## config.mk

```make
export PLATFORM = sky130hd
export DESIGN_NAME = csr_unit
export DESIGN_NICKNAME = d
export VERILOG_FILES = /design/src/source/csr_pkg.sv /design/src/source/csr_unit.sv /design/src/source/csr_register_file.sv /design/src/source/csr_queue.sv /design/src/source/csr_request_decoder.sv
export SDC_FILE = /design/constraint.sdc
export NUM_CORES = 1
export LEC_CHECK = 0
export ABC_AREA = 1
export BUFFER_PORTS_ARGS = -buffer_cell sky130_fd_sc_hd__buf_2
export CAP_MARGIN = 15
export CORE_MARGIN = 2
export CORE_UTILIZATION = 60
export DETAILED_ROUTE_END_ITERATION = 6
export GPL_TIMING_DRIVEN = 1
export MAX_ROUTING_LAYER = met4
export PLACE_DENSITY = 0.8
export SLEW_MARGIN = 20
export SYNTH_ARGS = -nofsm -noshare
export SYNTH_HDL_FRONTEND = slang
export SYNTH_HIERARCHICAL = 1
export SYNTH_SLANG_ARGS = --single-unit
```

## constraint.sdc

```tcl
create_clock -name clk_i -period 5.2 [get_ports clk_i]
set_input_delay 0.78 -clock clk_i [delete_from_list [all_inputs] [get_ports clk_i]]
set_output_delay 0.78 -clock clk_i [all_outputs]
set_load 0.02 [all_outputs]
```

## src/source/csr_pkg.sv

```systemverilog
package csr_pkg;

    // ------------------------------------------------------------
    // widths
    // ------------------------------------------------------------
    localparam int xlen       = 32;
    localparam int csr_addr_w = 12;

    // ------------------------------------------------------------
    // machine-mode CSR addresses
    // ------------------------------------------------------------
    // information registers, all read-only zero in this core
    localparam logic [csr_addr_w-1:0] csr_mvendorid  = 12'hF11;
    localparam logic [csr_addr_w-1:0] csr_marchid    = 12'hF12;
    localparam logic [csr_addr_w-1:0] csr_mimpid     = 12'hF13;
    localparam logic [csr_addr_w-1:0] csr_mhartid    = 12'hF14;
    localparam logic [csr_addr_w-1:0] csr_mconfigptr = 12'hF15;

    // trap setup
    localparam logic [csr_addr_w-1:0] csr_mstatus    = 12'h300;
    localparam logic [csr_addr_w-1:0] csr_misa       = 12'h301;
    localparam logic [csr_addr_w-1:0] csr_mtvec      = 12'h305;
    localparam logic [csr_addr_w-1:0] csr_mstatush   = 12'h310;

    // trap handling
    localparam logic [csr_addr_w-1:0] csr_mscratch   = 12'h340;
    localparam logic [csr_addr_w-1:0] csr_mepc       = 12'h341;
    localparam logic [csr_addr_w-1:0] csr_mcause     = 12'h342;
    localparam logic [csr_addr_w-1:0] csr_mtval      = 12'h343;
    localparam logic [csr_addr_w-1:0] csr_mtinst     = 12'h34A;

    // mstatus fields that exist here, MPP is hardwired to machine mode
    localparam int mstatus_mie_bit  = 3;
    localparam int mstatus_mpie_bit = 7;
    localparam int mstatus_mpp_lsb  = 11;

    localparam logic [1:0] priv_machine = 2'b11;

    // MXL = 1 for RV32, with the I, M and C extension bits set
    localparam logic [xlen-1:0] misa_value = 32'h4000_1104;

    // ------------------------------------------------------------
    // request kinds and write operations
    // ------------------------------------------------------------
    typedef enum logic [1:0] {
        kind_csr,
        kind_exception,
        kind_mret
    } csr_kind_e;

    typedef enum logic [1:0] {
        wop_none,
        wop_write,
        wop_set,
        wop_clear
    } csr_wop_e;

    // internal exception causes as the pipeline reports them
    typedef enum logic [2:0] {
        cause_instr_misaligned = 3'd0,
        cause_illegal_instr    = 3'd1,
        cause_breakpoint       = 3'd2,
        cause_load_misaligned  = 3'd3,
        cause_store_misaligned = 3'd4,
        cause_env_call         = 3'd5
    } excep_cause_e;

    // ------------------------------------------------------------
    // queue payloads
    // ------------------------------------------------------------
    typedef struct packed {
        csr_kind_e             kind;
        csr_wop_e              wop;
        logic [csr_addr_w-1:0] addr;
        logic [xlen-1:0]       operand;
        logic [3:0]            code;
        logic [xlen-1:0]       pc;
    } csr_req_t;

    typedef struct packed {
        logic [xlen-1:0] rdata;
        logic            redirect;
        logic [xlen-1:0] pc;
    } csr_rsp_t;

endpackage
```

## src/source/csr_unit.sv

```systemverilog
`timescale 1ns/1ps

module csr_unit #(
    parameter int                       queue_depth = 4,
    parameter logic [csr_pkg::xlen-1:0] mtvec_reset = 32'h0000_0100
) (
    input  logic                           clk_i,
    input  logic                           rst_i,
    // request side
    input  logic                           req_valid_i,
    output logic                           req_ready_o,
    input  csr_pkg::csr_kind_e             req_kind_i,
    input  logic [2:0]                     req_funct3_i,
    input  logic [csr_pkg::csr_addr_w-1:0] req_addr_i,
    input  logic [csr_pkg::xlen-1:0]       req_rs1_i,
    input  logic [4:0]                     req_zimm_i,
    input  csr_pkg::excep_cause_e          req_cause_i,
    input  logic [csr_pkg::xlen-1:0]       req_pc_i,
    // response side
    output logic                           rsp_valid_o,
    input  logic                           rsp_ready_i,
    output logic [csr_pkg::xlen-1:0]       rsp_rdata_o,
    output logic                           rsp_redirect_o,
    output logic [csr_pkg::xlen-1:0]       rsp_pc_o
);
    import csr_pkg::*;

    // decoder to request queue
    logic     dec_valid;
    logic     dec_ready;
    csr_req_t dec_req;

    // request queue to register file
    logic     rq_valid;
    logic     rq_ready;
    csr_req_t rq_data;

    // register file to response queue
    logic     rf_valid;
    logic     rf_ready;
    csr_rsp_t rf_rsp;

    // response queue to the port
    csr_rsp_t rsp_data;

    // ------------------------------------------------------------
    // request path
    // ------------------------------------------------------------
    csr_request_decoder decoder_i (
        .req_valid_i  (req_valid_i),
        .req_ready_o  (req_ready_o),
        .req_kind_i   (req_kind_i),
        .req_funct3_i (req_funct3_i),
        .req_addr_i   (req_addr_i),
        .req_rs1_i    (req_rs1_i),
        .req_zimm_i   (req_zimm_i),
        .req_cause_i  (req_cause_i),
        .req_pc_i     (req_pc_i),
        .dec_valid_o  (dec_valid),
        .dec_ready_i  (dec_ready),
        .dec_req_o    (dec_req)
    );

    csr_queue #(
        .queue_depth (queue_depth),
        .payload_t   (csr_req_t)
    ) req_queue_i (
        .clk_i       (clk_i),
        .rst_i       (rst_i),
        .in_valid_i  (dec_valid),
        .in_ready_o  (dec_ready),
        .in_data_i   (dec_req),
        .out_valid_o (rq_valid),
        .out_ready_i (rq_ready),
        .out_data_o  (rq_data)
    );

    // ------------------------------------------------------------
    // execute and response path
    // ------------------------------------------------------------
    csr_register_file #(
        .mtvec_reset (mtvec_reset)
    ) register_file_i (
        .clk_i       (clk_i),
        .rst_i       (rst_i),
        .req_valid_i (rq_valid),
        .req_ready_o (rq_ready),
        .req_i       (rq_data),
        .rsp_valid_o (rf_valid),
        .rsp_ready_i (rf_ready),
        .rsp_o       (rf_rsp)
    );

    csr_queue #(
        .queue_depth (queue_depth),
        .payload_t   (csr_rsp_t)
    ) rsp_queue_i (
        .clk_i       (clk_i),
        .rst_i       (rst_i),
        .in_valid_i  (rf_valid),
        .in_ready_o  (rf_ready),
        .in_data_i   (rf_rsp),
        .out_valid_o (rsp_valid_o),
        .out_ready_i (rsp_ready_i),
        .out_data_o  (rsp_data)
    );

    // response record out to loose ports
    assign rsp_rdata_o    = rsp_data.rdata;
    assign rsp_redirect_o = rsp_data.redirect;
    assign rsp_pc_o       = rsp_data.pc;

endmodule

```

## src/source/csr_register_file.sv

```systemverilog
`timescale 1ns/1ps

module csr_register_file #(
    parameter logic [csr_pkg::xlen-1:0] mtvec_reset = 32'h0000_0100
) (
    input  logic              clk_i,
    input  logic              rst_i,
    input  logic              req_valid_i,
    output logic              req_ready_o,
    input  csr_pkg::csr_req_t req_i,
    output logic              rsp_valid_o,
    input  logic              rsp_ready_i,
    output csr_pkg::csr_rsp_t rsp_o
);
    import csr_pkg::*;

    // ------------------------------------------------------------
    // architectural state
    // ------------------------------------------------------------
    // only MIE and MPIE of mstatus are kept as flops
    logic            mie_r, mie_ns;
    logic            mpie_r, mpie_ns;
    logic [xlen-1:0] mtvec_r, mtvec_ns;
    logic [xlen-1:0] mscratch_r, mscratch_ns;
    logic [xlen-1:0] mepc_r, mepc_ns;
    logic [xlen-1:0] mcause_r, mcause_ns;

    logic [xlen-1:0] mstatus_view;
    logic [xlen-1:0] old_value;
    logic [xlen-1:0] new_value;
    logic            fire;

    // one request is consumed per cycle, and only when its response
    // can be pushed in the same cycle
    assign req_ready_o = rsp_ready_i;
    assign rsp_valid_o = req_valid_i;
    assign fire        = req_valid_i & rsp_ready_i;

    // mstatus as software sees it with MPP always reading as machine mode
    always_comb begin
        mstatus_view = '0;
        mstatus_view[mstatus_mpp_lsb +: 2] = priv_machine;
        mstatus_view[mstatus_mpie_bit]     = mpie_r;
        mstatus_view[mstatus_mie_bit]      = mie_r;
    end

    // ------------------------------------------------------------
    // read mux
    // ------------------------------------------------------------
    always_comb begin
        case (req_i.addr)
            csr_mstatus:  old_value = mstatus_view;
            csr_misa:     old_value = misa_value;
            csr_mtvec:    old_value = mtvec_r;
            csr_mscratch: old_value = mscratch_r;
            csr_mepc:     old_value = mepc_r;
            csr_mcause:   old_value = mcause_r;
            // the ID registers, mstatush, mtval, mtinst and unknown
            // addresses all read zero
            default:      old_value = '0;
        endcase
    end

    // value the CSR instruction would leave behind
    always_comb begin
        case (req_i.wop)
            wop_write: new_value = req_i.operand;
            wop_set:   new_value = old_value | req_i.operand;
            wop_clear: new_value = old_value & ~req_i.operand;
            default:   new_value = old_value;
        endcase
    end

    // ------------------------------------------------------------
    // next state and response
    // ------------------------------------------------------------
    always_comb begin
        mie_ns      = mie_r;
        mpie_ns     = mpie_r;
        mtvec_ns    = mtvec_r;
        mscratch_ns = mscratch_r;
        mepc_ns     = mepc_r;
        mcause_ns   = mcause_r;

        rsp_o.rdata    = '0;
        rsp_o.redirect = 1'b0;
        rsp_o.pc       = '0;

        case (req_i.kind)
            kind_csr: begin
                rsp_o.rdata = old_value;
                // read-only and unknown addresses fall through untouched
                if (req_i.wop != wop_none) begin
                    case (req_i.addr)
                        csr_mstatus: begin
                            mie_ns  = new_value[mstatus_mie_bit];
                            mpie_ns = new_value[mstatus_mpie_bit];
                        end
                        csr_mtvec:    mtvec_ns    = new_value;
                        csr_mscratch: mscratch_ns = new_value;
                        // with the C extension only bit 0 of mepc is forced low
                        csr_mepc:     mepc_ns     = {new_value[xlen-1:1], 1'b0};
                        csr_mcause:   mcause_ns   = new_value;
                        default: ;
                    endcase
                end
            end
            kind_exception: begin
                mpie_ns   = mie_r;
                mie_ns    = 1'b0;
                mepc_ns   = {req_i.pc[xlen-1:1], 1'b0};
                // synchronous exceptions only, so the interrupt bit stays 0
                mcause_ns = {{(xlen-4){1'b0}}, req_i.code};
                // in direct mode the handler starts at the base address
                rsp_o.redirect = 1'b1;
                rsp_o.pc       = {mtvec_r[xlen-1:2], 2'b00};
            end
            kind_mret: begin
                mie_ns  = mpie_r;
                mpie_ns = 1'b1;
                // bit 0 of mepc is already clear on every write path
                rsp_o.redirect = 1'b1;
                rsp_o.pc       = mepc_r;
            end
            default: ;
        endcase
    end

    // ------------------------------------------------------------
    // state registers
    // ------------------------------------------------------------
    always_ff @(posedge clk_i or negedge rst_i) begin
        if (!rst_i) begin
            mie_r      <= 1'b0;
            mpie_r     <= 1'b0;
            mtvec_r    <= mtvec_reset;
            mscratch_r <= '0;
            mepc_r     <= '0;
            mcause_r   <= '0;
        end else if (fire) begin
            mie_r      <= mie_ns;
            mpie_r     <= mpie_ns;
            mtvec_r    <= mtvec_ns;
            mscratch_r <= mscratch_ns;
            mepc_r     <= mepc_ns;
            mcause_r   <= mcause_ns;
        end
    end

endmodule

```

## src/source/csr_queue.sv

```systemverilog
`timescale 1ns/1ps

module csr_queue #(
    parameter int  queue_depth = 4,
    parameter type payload_t   = logic [31:0]
) (
    input  logic     clk_i,
    input  logic     rst_i,
    input  logic     in_valid_i,
    output logic     in_ready_o,
    input  payload_t in_data_i,
    output logic     out_valid_o,
    input  logic     out_ready_i,
    output payload_t out_data_o
);
    localparam int ptr_w   = (queue_depth > 1) ? $clog2(queue_depth) : 1;
    localparam int count_w = $clog2(queue_depth + 1);

    payload_t           storage [queue_depth];
    logic [ptr_w-1:0]   wr_ptr_r;
    logic [ptr_w-1:0]   rd_ptr_r;
    logic [count_w-1:0] count_r;
    logic               push;
    logic               pop;

    // wraps by compare so that depths other than a power of two work
    function automatic logic [ptr_w-1:0] next_ptr(input logic [ptr_w-1:0] ptr);
        if (ptr == ptr_w'(queue_depth - 1)) begin
            return '0;
        end
        return ptr + 1'b1;
    endfunction

    // both flags come from the registered count, so there is no path
    // from one side of the queue to the other
    assign in_ready_o  = (count_r != count_w'(queue_depth));
    assign out_valid_o = (count_r != '0);
    assign out_data_o  = storage[rd_ptr_r];

    assign push = in_valid_i & in_ready_o;
    assign pop  = out_valid_o & out_ready_i;

    always_ff @(posedge clk_i) begin
        if (push) begin
            storage[wr_ptr_r] <= in_data_i;
        end
    end

    always_ff @(posedge clk_i or negedge rst_i) begin
        if (!rst_i) begin
            wr_ptr_r <= '0;
            rd_ptr_r <= '0;
            count_r  <= '0;
        end else begin
            if (push) begin
                wr_ptr_r <= next_ptr(wr_ptr_r);
            end
            if (pop) begin
                rd_ptr_r <= next_ptr(rd_ptr_r);
            end
            // a simultaneous push and pop leaves the count as it is
            if (push && !pop) begin
                count_r <= count_r + 1'b1;
            end else if (pop && !push) begin
                count_r <= count_r - 1'b1;
            end
        end
    end

endmodule

```

## src/source/csr_request_decoder.sv

```systemverilog
`timescale 1ns/1ps

module csr_request_decoder (
    input  logic                          req_valid_i,
    output logic                          req_ready_o,
    input  csr_pkg::csr_kind_e            req_kind_i,
    input  logic [2:0]                    req_funct3_i,
    input  logic [csr_pkg::csr_addr_w-1:0] req_addr_i,
    input  logic [csr_pkg::xlen-1:0]      req_rs1_i,
    input  logic [4:0]                    req_zimm_i,
    input  csr_pkg::excep_cause_e         req_cause_i,
    input  logic [csr_pkg::xlen-1:0]      req_pc_i,
    output logic                          dec_valid_o,
    input  logic                          dec_ready_i,
    output csr_pkg::csr_req_t             dec_req_o
);
    import csr_pkg::*;

    csr_wop_e   wop;
    logic [3:0] code;

    // the decoder adds no latency, the handshake goes straight to the queue
    assign dec_valid_o = req_valid_i;
    assign req_ready_o = dec_ready_i;

    // ------------------------------------------------------------
    // funct3 decode
    // ------------------------------------------------------------
    // the low two bits pick the operation, bit 2 only picks the operand
    always_comb begin
        case (req_funct3_i[1:0])
            2'b01:   wop = wop_write;
            2'b10:   wop = wop_set;
            2'b11:   wop = wop_clear;
            default: wop = wop_none;
        endcase
    end

    // ------------------------------------------------------------
    // exception cause to mcause code
    // ------------------------------------------------------------
    // codes follow the privileged spec table for synchronous exceptions
    always_comb begin
        case (req_cause_i)
            cause_instr_misaligned: code = 4'd0;
            cause_illegal_instr:    code = 4'd2;
            cause_breakpoint:       code = 4'd3;
            cause_load_misaligned:  code = 4'd4;
            cause_store_misaligned: code = 4'd6;
            cause_env_call:         code = 4'd11;
            // the two spare encodings are reported as illegal instruction
            default:                code = 4'd2;
        endcase
    end

    // ------------------------------------------------------------
    // request record
    // ------------------------------------------------------------
    always_comb begin
        dec_req_o.kind = req_kind_i;
        // traps and mret never write through the CSR path
        dec_req_o.wop  = (req_kind_i == kind_csr) ? wop : wop_none;
        dec_req_o.addr = req_addr_i;
        // immediate forms zero-extend the 5-bit uimm field
        if (req_funct3_i[2]) begin
            dec_req_o.operand = {{(xlen-5){1'b0}}, req_zimm_i};
        end else begin
            dec_req_o.operand = req_rs1_i;
        end
        dec_req_o.code = code;
        dec_req_o.pc   = req_pc_i;
    end

endmodule

```

==> results.md, run 1 <==
* CTS Root Buffer Type: clkbuf_16
* Kind of critical path: reg -> reg
* Starting Density at 60.7%
* Clk slew on worst S/H paths at 60 ps
* Required time of the critical path at 5700 ps
* Clock skew at 20.7 ps
* Placer Congestion at a little under 1
* CTS Sinks at between 700 and 800
* Outcome: finished clean
* Clk buf depth at 3
* WP data arrival at 4670 ps
* Layout cells sized above 1 at 14.1%
* Vias/cell at about 5.6
* RSZ-0062 raised after global routing: false
* Sw Share at around two fifths
* Clock share of power at a little over a fifth
* Core area at around 55000 sq um
* Leakage power at 15.1 nW
* Internal power at 14.0 mW
* Worst-Skew Late Latency at around 620 ps
* Drt total wl at 78.9 mm
* Placed Instance Area at ~34000 sq um
* Vias after detailed routing at roughly 22000
* Relative slew slack at a little under a quarter
* CTS tree: built
* Initial antenna violation count at 1
* Final instance area at about 36000 sq um
* PortBufs at approximately 160
* Global-route wire length before repair at 121 mm
* # DRC at 0
* Psw at between 9 and 10 mW
* Setup Viol. Count Final at 0
* Iter 0 DRT Violations at roughly 2200
* Setup crit start kind: flop
* Setup TNS at 0 ps
* Tcrit/Tclk final at 80.2%
* Die width at 240 um
* All-Layer GR Usage at between 20 and 30%
* Nets@finish at around 3200
* Fmax at 0.240 GHz
* Wire per inst at 20.0 um
* Fill count at ~4000
* Register area at between 20000 and 25000 sq um
* Peak VDD IR at 426 uV
* Hold buffer count at cts at 0
* Worst setup EP type: flop
* Post-CTS Setup Bufs at 0
* Mapped Area at roughly 33000 sq um
* CP Cell Sequence: inv_2, o211ai_1, nand2_1, inv_1, ha_1, inv_1, buf_4, a21oi_1, nand2_2, inv_2, nor2_1, a21oi_1
* Total grt overflow at 0
* H-Tree Depth at 3
* Type of the tightest min-delay check: in -> async
* Area occupied by multi-input gates at a little under 9000 sq um
* Maxcap violations at 0
* Vias in the first global route at between 20000 and 25000
* Die height at around 240 um
* Final antenna-violating net count at 0
* Logic pwr share at slightly below 40%
* Reg power frac at approximately 39%
* Rows at 86
* Final hold violation count at 0
* Worst Tran Pin Value at about 1100 ps
* Largest net degree at the start of global routing at 109
* PwrDens at about 650 nW/um^2
* CP max stage delay at around 660 ps
* Post_cts resized at 0
* IO Count at 160
* Post-Place Cells at between 3000 and 4000
* Max FO, Critical Path at 33
* Yosys warnings at 6
* Ant. Diodes at 0
* Area grow syn2layout at 8.73%
* Mapped Nets at 3190
* Slowest-stage cell, CP: dfrtp_4
* HPWL after DPL at roughly 51 mm
* Mapped Cells at a little over 3000
* CTS Buf Count at 74
* DRT Pass-1 Iters at 5
* Slew Viols, Final at 0
* Min Tclk post-route at around 4200 ps
* DIE AREA at between 50000 and 60000 sq um
* Final cell count without fillers at between 3000 and 4000
* Syn Area/Cell at approximately 11 sq um
final timing paths:
| path | start | endpoint | slack, ps | depth (start not counted) |
|---|---|---|---|---|
| max | req_queue_i/rd_ptr_r[1] | register_file_i/mepc_r[21] | 1030 | 12 |
| min | rst_i | req_queue_i/rd_ptr_r[0] | 220 | 1 |
| max reg2reg | req_queue_i/rd_ptr_r[1] | register_file_i/mepc_r[21] | 1030 | 12 |
| min reg2reg | register_file_i/mscratch_r[22] | register_file_i/mscratch_r[22] | 480 | 2 |
| max in group asynchronous | rst_i | register_file_i/mepc_r[22] | 3690 | 2 |
| min in group clk_i | req_pc_i[31] | req_queue_i/storage[2][31] | 380 | 1 |
layer usage:
| metal | share of wire [%] | GRT usage, % | vias to the layer above | wire (um) |
|---|---|---|---|---|
| li1 | - | - | 10400 | - |
| met1 | 41 | 37.1 | 10800 | 32000 |
| met2 | 49 | 46.2 | 759 | 38600 |
| met3 | 6.4 | 3.34 | 161 | 5050 |
| met4 | 4.2 | 12.5 | 0 | 3300 |
| met5 | 0 | - | - | 0 |
sequential cells by signal (all words and copies together) (netlist names):
signal and count:
req_queue_i/count_r 3, rsp_queue_i/wr_ptr_r 2, req_queue_i/storage 332, register_file_i/mscratch_r 32
rsp_queue_i/rd_ptr_r 2, rsp_queue_i/storage 260, register_file_i/mcause_r 32, rsp_queue_i/count_r 3
req_queue_i/rd_ptr_r 2, register_file_i/mtvec_r 32, register_file_i/mpie_r 1, register_file_i/mie_r 1
req_queue_i/wr_ptr_r 2, register_file_i/mepc_r 31
placed cells by master (no fill, tap or decap), types with 4 or more instances in the layout:
master	count
clkbuf_16	75
o22ai_1	27
o21ai_0	101
edfxtp_1	592
nand4_1	4
clkinv_2	9
buf_12	6
buf_4	35
ha_1	16
clkinv_1	10
nand2_1	780
o21ai_1	62
o21ai_2	17
a21oi_1	79
inv_6	6
buf_2	157
nor2_1	140
nand3_1	95
bufinv_16	7
o211ai_2	89
clkbuf_1	21
nor2_4	16
dfrtp_1	138
inv_1	455
nand2_2	7
inv_2	5
o211ai_1	210
layout make-up:
cell class / instances / area share [%]
Multi-Input combinational cell: 1663 / 24.1
Timing Repair Buffer: 199 / 3.25
Clock buffer: 98 / 5.45
Clock inverter: 36 / 1.08
Sequential cell: 735 / 58.7
Inverter: 462 / 4.77
Tap cell: 748 / 2.57
worst max-delay path, delay by kind of cell, from the launching register on:
family / cells / cell delay [ps]
compound gates: 3 / 460
buf+inv: 5 / 1600
fa+ha+maj: 1 / 260
flops: 1 / 660
simple gates: 3 / 1000
through the flow:
step | hold slack, ps | utilization (%) | total power [mW] | setup WS, ps
after global placement | 461 | 61.7 | 18.3 | 1220
after detailed placement | 466 | 61.7 | 18.7 | 1090
final | 219 | 66.0 | 23.8 | 1030
after floorplan | 449 | - | 16.1 | 193
after global routing | 289 | 66.0 | 25.2 | 711
after CTS | 344 | 66.0 | 23.9 | 1070
power groups by stage:
| stage | combinational (mW) | clock [mW] | sequential, mW |
|---|---|---|---|
| final | 9.41 | 5.23 | 9.18 |
| after global routing | 10.3 | 5.56 | 9.34 |
| after CTS | 9.42 | 5.33 | 9.18 |
| after detailed placement | 9.37 | 0 | 9.29 |
| after global placement | 9.07 | 0 | 9.18 |
| after floorplan | 7.05 | 0 | 9.02 |
No activity file was read; power rests on OpenSTA's default activity.
==> run 2: changes to the inputs <==
==> constraint.sdc (replaced) <==
create_clock -name clk_i -period 4.15 [get_ports clk_i]
set_input_delay 0.6225 -clock clk_i [delete_from_list [all_inputs] [get_ports clk_i]]
set_output_delay 0.6225 -clock clk_i [all_outputs]
set_load 0.02 [all_outputs]
==> results.md, run 2 (same netlist as run 1, synthesis figures left out) <==
* Outcome: finished clean (unchanged)
* Final hold violation count at 0 (unchanged)
* Hold buffer count at cts at 0 (unchanged)
* Rows at 86 (unchanged)
* Max FO, Critical Path at 58 (was 33)
* Largest regs: req_queue_i/storage x332, rsp_queue_i/storage x260 (unchanged)
* Worst setup margin at 449 ps (was 1030 ps)
* Area grow syn2layout at 9.06% (was 8.73%)
* Top cell by count, worst path: buf_4
* Die width at 240 um (unchanged)
* Clock skew at 30.2 ps (was 20.7 ps)
* HPWL after DPL at 50.8 mm (was 50.5 mm)
* Starting Density at 60.7% (unchanged)
* Post-CTS Setup Bufs at 0 (unchanged)
* Total grt overflow at 0 (unchanged)
* Reg-to-Reg Start: req_queue_i/rd_ptr_r[1] (unchanged)
* RSZ-0062 raised after global routing: false (unchanged)
* PortBufs at 158 (unchanged)
* Core area at 55100 sq um (unchanged)
* Initial antenna violation count at 1 (unchanged)
* Setup TNS at 0 ps (unchanged)
* Top reg by flops: req_queue_i/storage (unchanged)
* Vias/cell at 5.66 (was 5.63)
* DRT Pass-1 Iters at 6 (was 5)
* Type of the tightest min-delay check: in -> async (unchanged)
* Relative slew slack at 25.5% (was 24.0%)
* Worst-Skew Late Latency at 630 ps (was 620 ps)
* Worst Tran Pin Value at 1120 ps (was 1130 ps)
* Die height at 240 um (unchanged)
* CP Cell Sequence: inv_2, buf_4, o211ai_1, nand2_1, or2_2, buf_4, inv_1, nor3_1, inv_1, nor2_4, buf_4, o21ai_0 (was inv_2, o211ai_1, nand2_1, inv_1, ha_1, inv_1, buf_4, a21oi_1, nand2_2, inv_2, nor2_1, a21oi_1)
* CP Buf/Inv Count at 6 (was 5)
* PwrDens at 816 nW/um^2 (was 655 nW/um^2)
* Slew Viols, Final at 0 (unchanged)
* CTS Sinks at 735 (unchanged)
* Clk buf depth at 3 (unchanged)
* H-Tree Depth at 3 (unchanged)
* Final cell count without fillers at 3954 (was 3941)
* All-Layer GR Usage at 28.3% (was 28.7%)
* DIE AREA at 57700 sq um (unchanged)
* Kind of critical path: reg -> reg (unchanged)
* CP max stage delay at 620 ps (was 660 ps)
* Wire per inst at 19.9 um (was 20.0 um)
* CP startpoint: req_queue_i/rd_ptr_r[1] (unchanged)
* CTS Buf Count at 75 (was 74)
* Setup Viol. Count Final at 0 (unchanged)
* Tcrit/Tclk final at 89.2% (was 80.2%)
* Leakage power at 15.2 nW (was 15.1 nW)
* Flop-to-flop setup slack at 450 ps (was 1030 ps)
* Post-Place Cells at 3816 (was 3807)
* Setup crit start kind: flop (unchanged)
* Iter 0 DRT Violations at 2446 (was 2199)
* Drt total wl at 78.7 mm (was 78.9 mm)
* Cells on worst reg2reg path at 12 (unchanged)
* Fmax at 0.270 GHz (was 0.240 GHz)
* Commonest non-fill, non-tap cell in the layout: nand2_1 (unchanged)
* Maxcap violations at 0 (unchanged)
* Min Tclk post-route at 3700 ps (was 4170 ps)
* Placer Congestion at 0.915 (was 0.978)
* IO Count at 160 (unchanged)
* Most frequent cells in the layout: 780 x nand2_1, 592 x edfxtp_1, 456 x inv_1 (was 780 x nand2_1, 592 x edfxtp_1, 455 x inv_1)
* Vias after detailed routing at 22400 (was 22200)
* Max reg flops at 332 (unchanged)
* Layout cells sized above 1 at 14.4% (was 14.1%)
* Global-route wire length before repair at 119 mm (was 121 mm)
* # DRC at 0 (unchanged)
* Post_cts resized at 0 (unchanged)
* DP Worst Slack at 463 ps (was 1090 ps)
* CTS Root Buffer Type: clkbuf_16 (unchanged)
* Peak VDD IR at 619 uV (was 426 uV)
* Required time of the critical path at 4610 ps (was 5700 ps)
* Slowest-stage cell, CP: dfrtp_4 (unchanged)
* Worst setup EP type: flop (unchanged)
* Vias in the first global route at 21100 (was 21600)
* Nets@finish at 3256 (was 3246)
* Top delay family on crit path: buffers and inverters (unchanged)
* WP data arrival at 4160 ps (was 4670 ps)
* CTS tree: built (unchanged)
* R2R Path End: register_file_i/mtvec_r[12] (was register_file_i/mepc_r[21])
* Largest net degree at the start of global routing at 112 (was 109)
* Clk slew on worst S/H paths at 60 ps (about the same)
* Final antenna-violating net count at 0 (unchanged)
-- run 2: changes by cell type in the layout (fill, tap and decap cells not counted), sizes merged --
cell and delta:
inv -2, buf +9, diode +1, bufinv -3, clkinv +2, clkinvlp -2, clkbuf +8
-- run 2: how the worst max path moves through the flow --
stage | slack, ps | to | depth (start not counted)
finish | 450 | register_file_i/mtvec_r[12] | 12
global placement | 540 | register_file_i/mcause_r[0] | 13
global route | 200 | register_file_i/mepc_r[17] | 13
floorplan | -700 | req_queue_i/storage[0][10] | 3
CTS | 450 | register_file_i/mcause_r[1] | 13
detailed placement | 460 | register_file_i/mcause_r[1] | 13
-- run 2: power by group --
group          internal, mW  switching [mW]  leakage [nW]
logic                  3.27            8.64          6.62
clock network          3.74            2.73          1.16
registers              10.5           0.878          7.39
total                  17.5            12.2          15.2
-- run 2: per-stage QoR --
step                instance area (sq um)  utilization [%]  hold WS, ps  total power, mW
finish                              36500             66.2          109             29.8
global placement                    34100             62.0          462             22.9
detailed placement                  34100             62.0          465             23.3
global route                        36500             66.2          198             31.5
CTS                                 36500             66.2          184             29.9
floorplan                           33500                -          327             20.1
-- run 2: area by class of cell --
type / count / area, sq um
clock inverters: 31 / 287
diodes: 1 / 2.50
well taps: 748 / 936
flip-flops and latches: 735 / 21400
repair buffers: 208 / 1310
multi-input cells: 1663 / 8790
clock buffers: 106 / 2070
fillers: 4016 / 18600
inverters: 462 / 1740
-- run 2: per-layer routing --
metal	wire length (um)	GRT usage, %	part of all wire (%)
met1	31400	36.7	40
met3	5170	3.82	6.6
met2	39300	46.4	50
met5	0	-	0
met4	2730	9.41	3.5
-- run 2: worst register-to-register path, stage by stage, from the launching register on --
cell      delay (ps)
dfrtp_4          620
inv_2            300
buf_4            410
o211ai_1         210
nand2_1          140
or2_2            150
buf_4            350
inv_1            140
nor3_1           170
inv_1            160
nor2_4           190
buf_4            500
o21ai_0          210
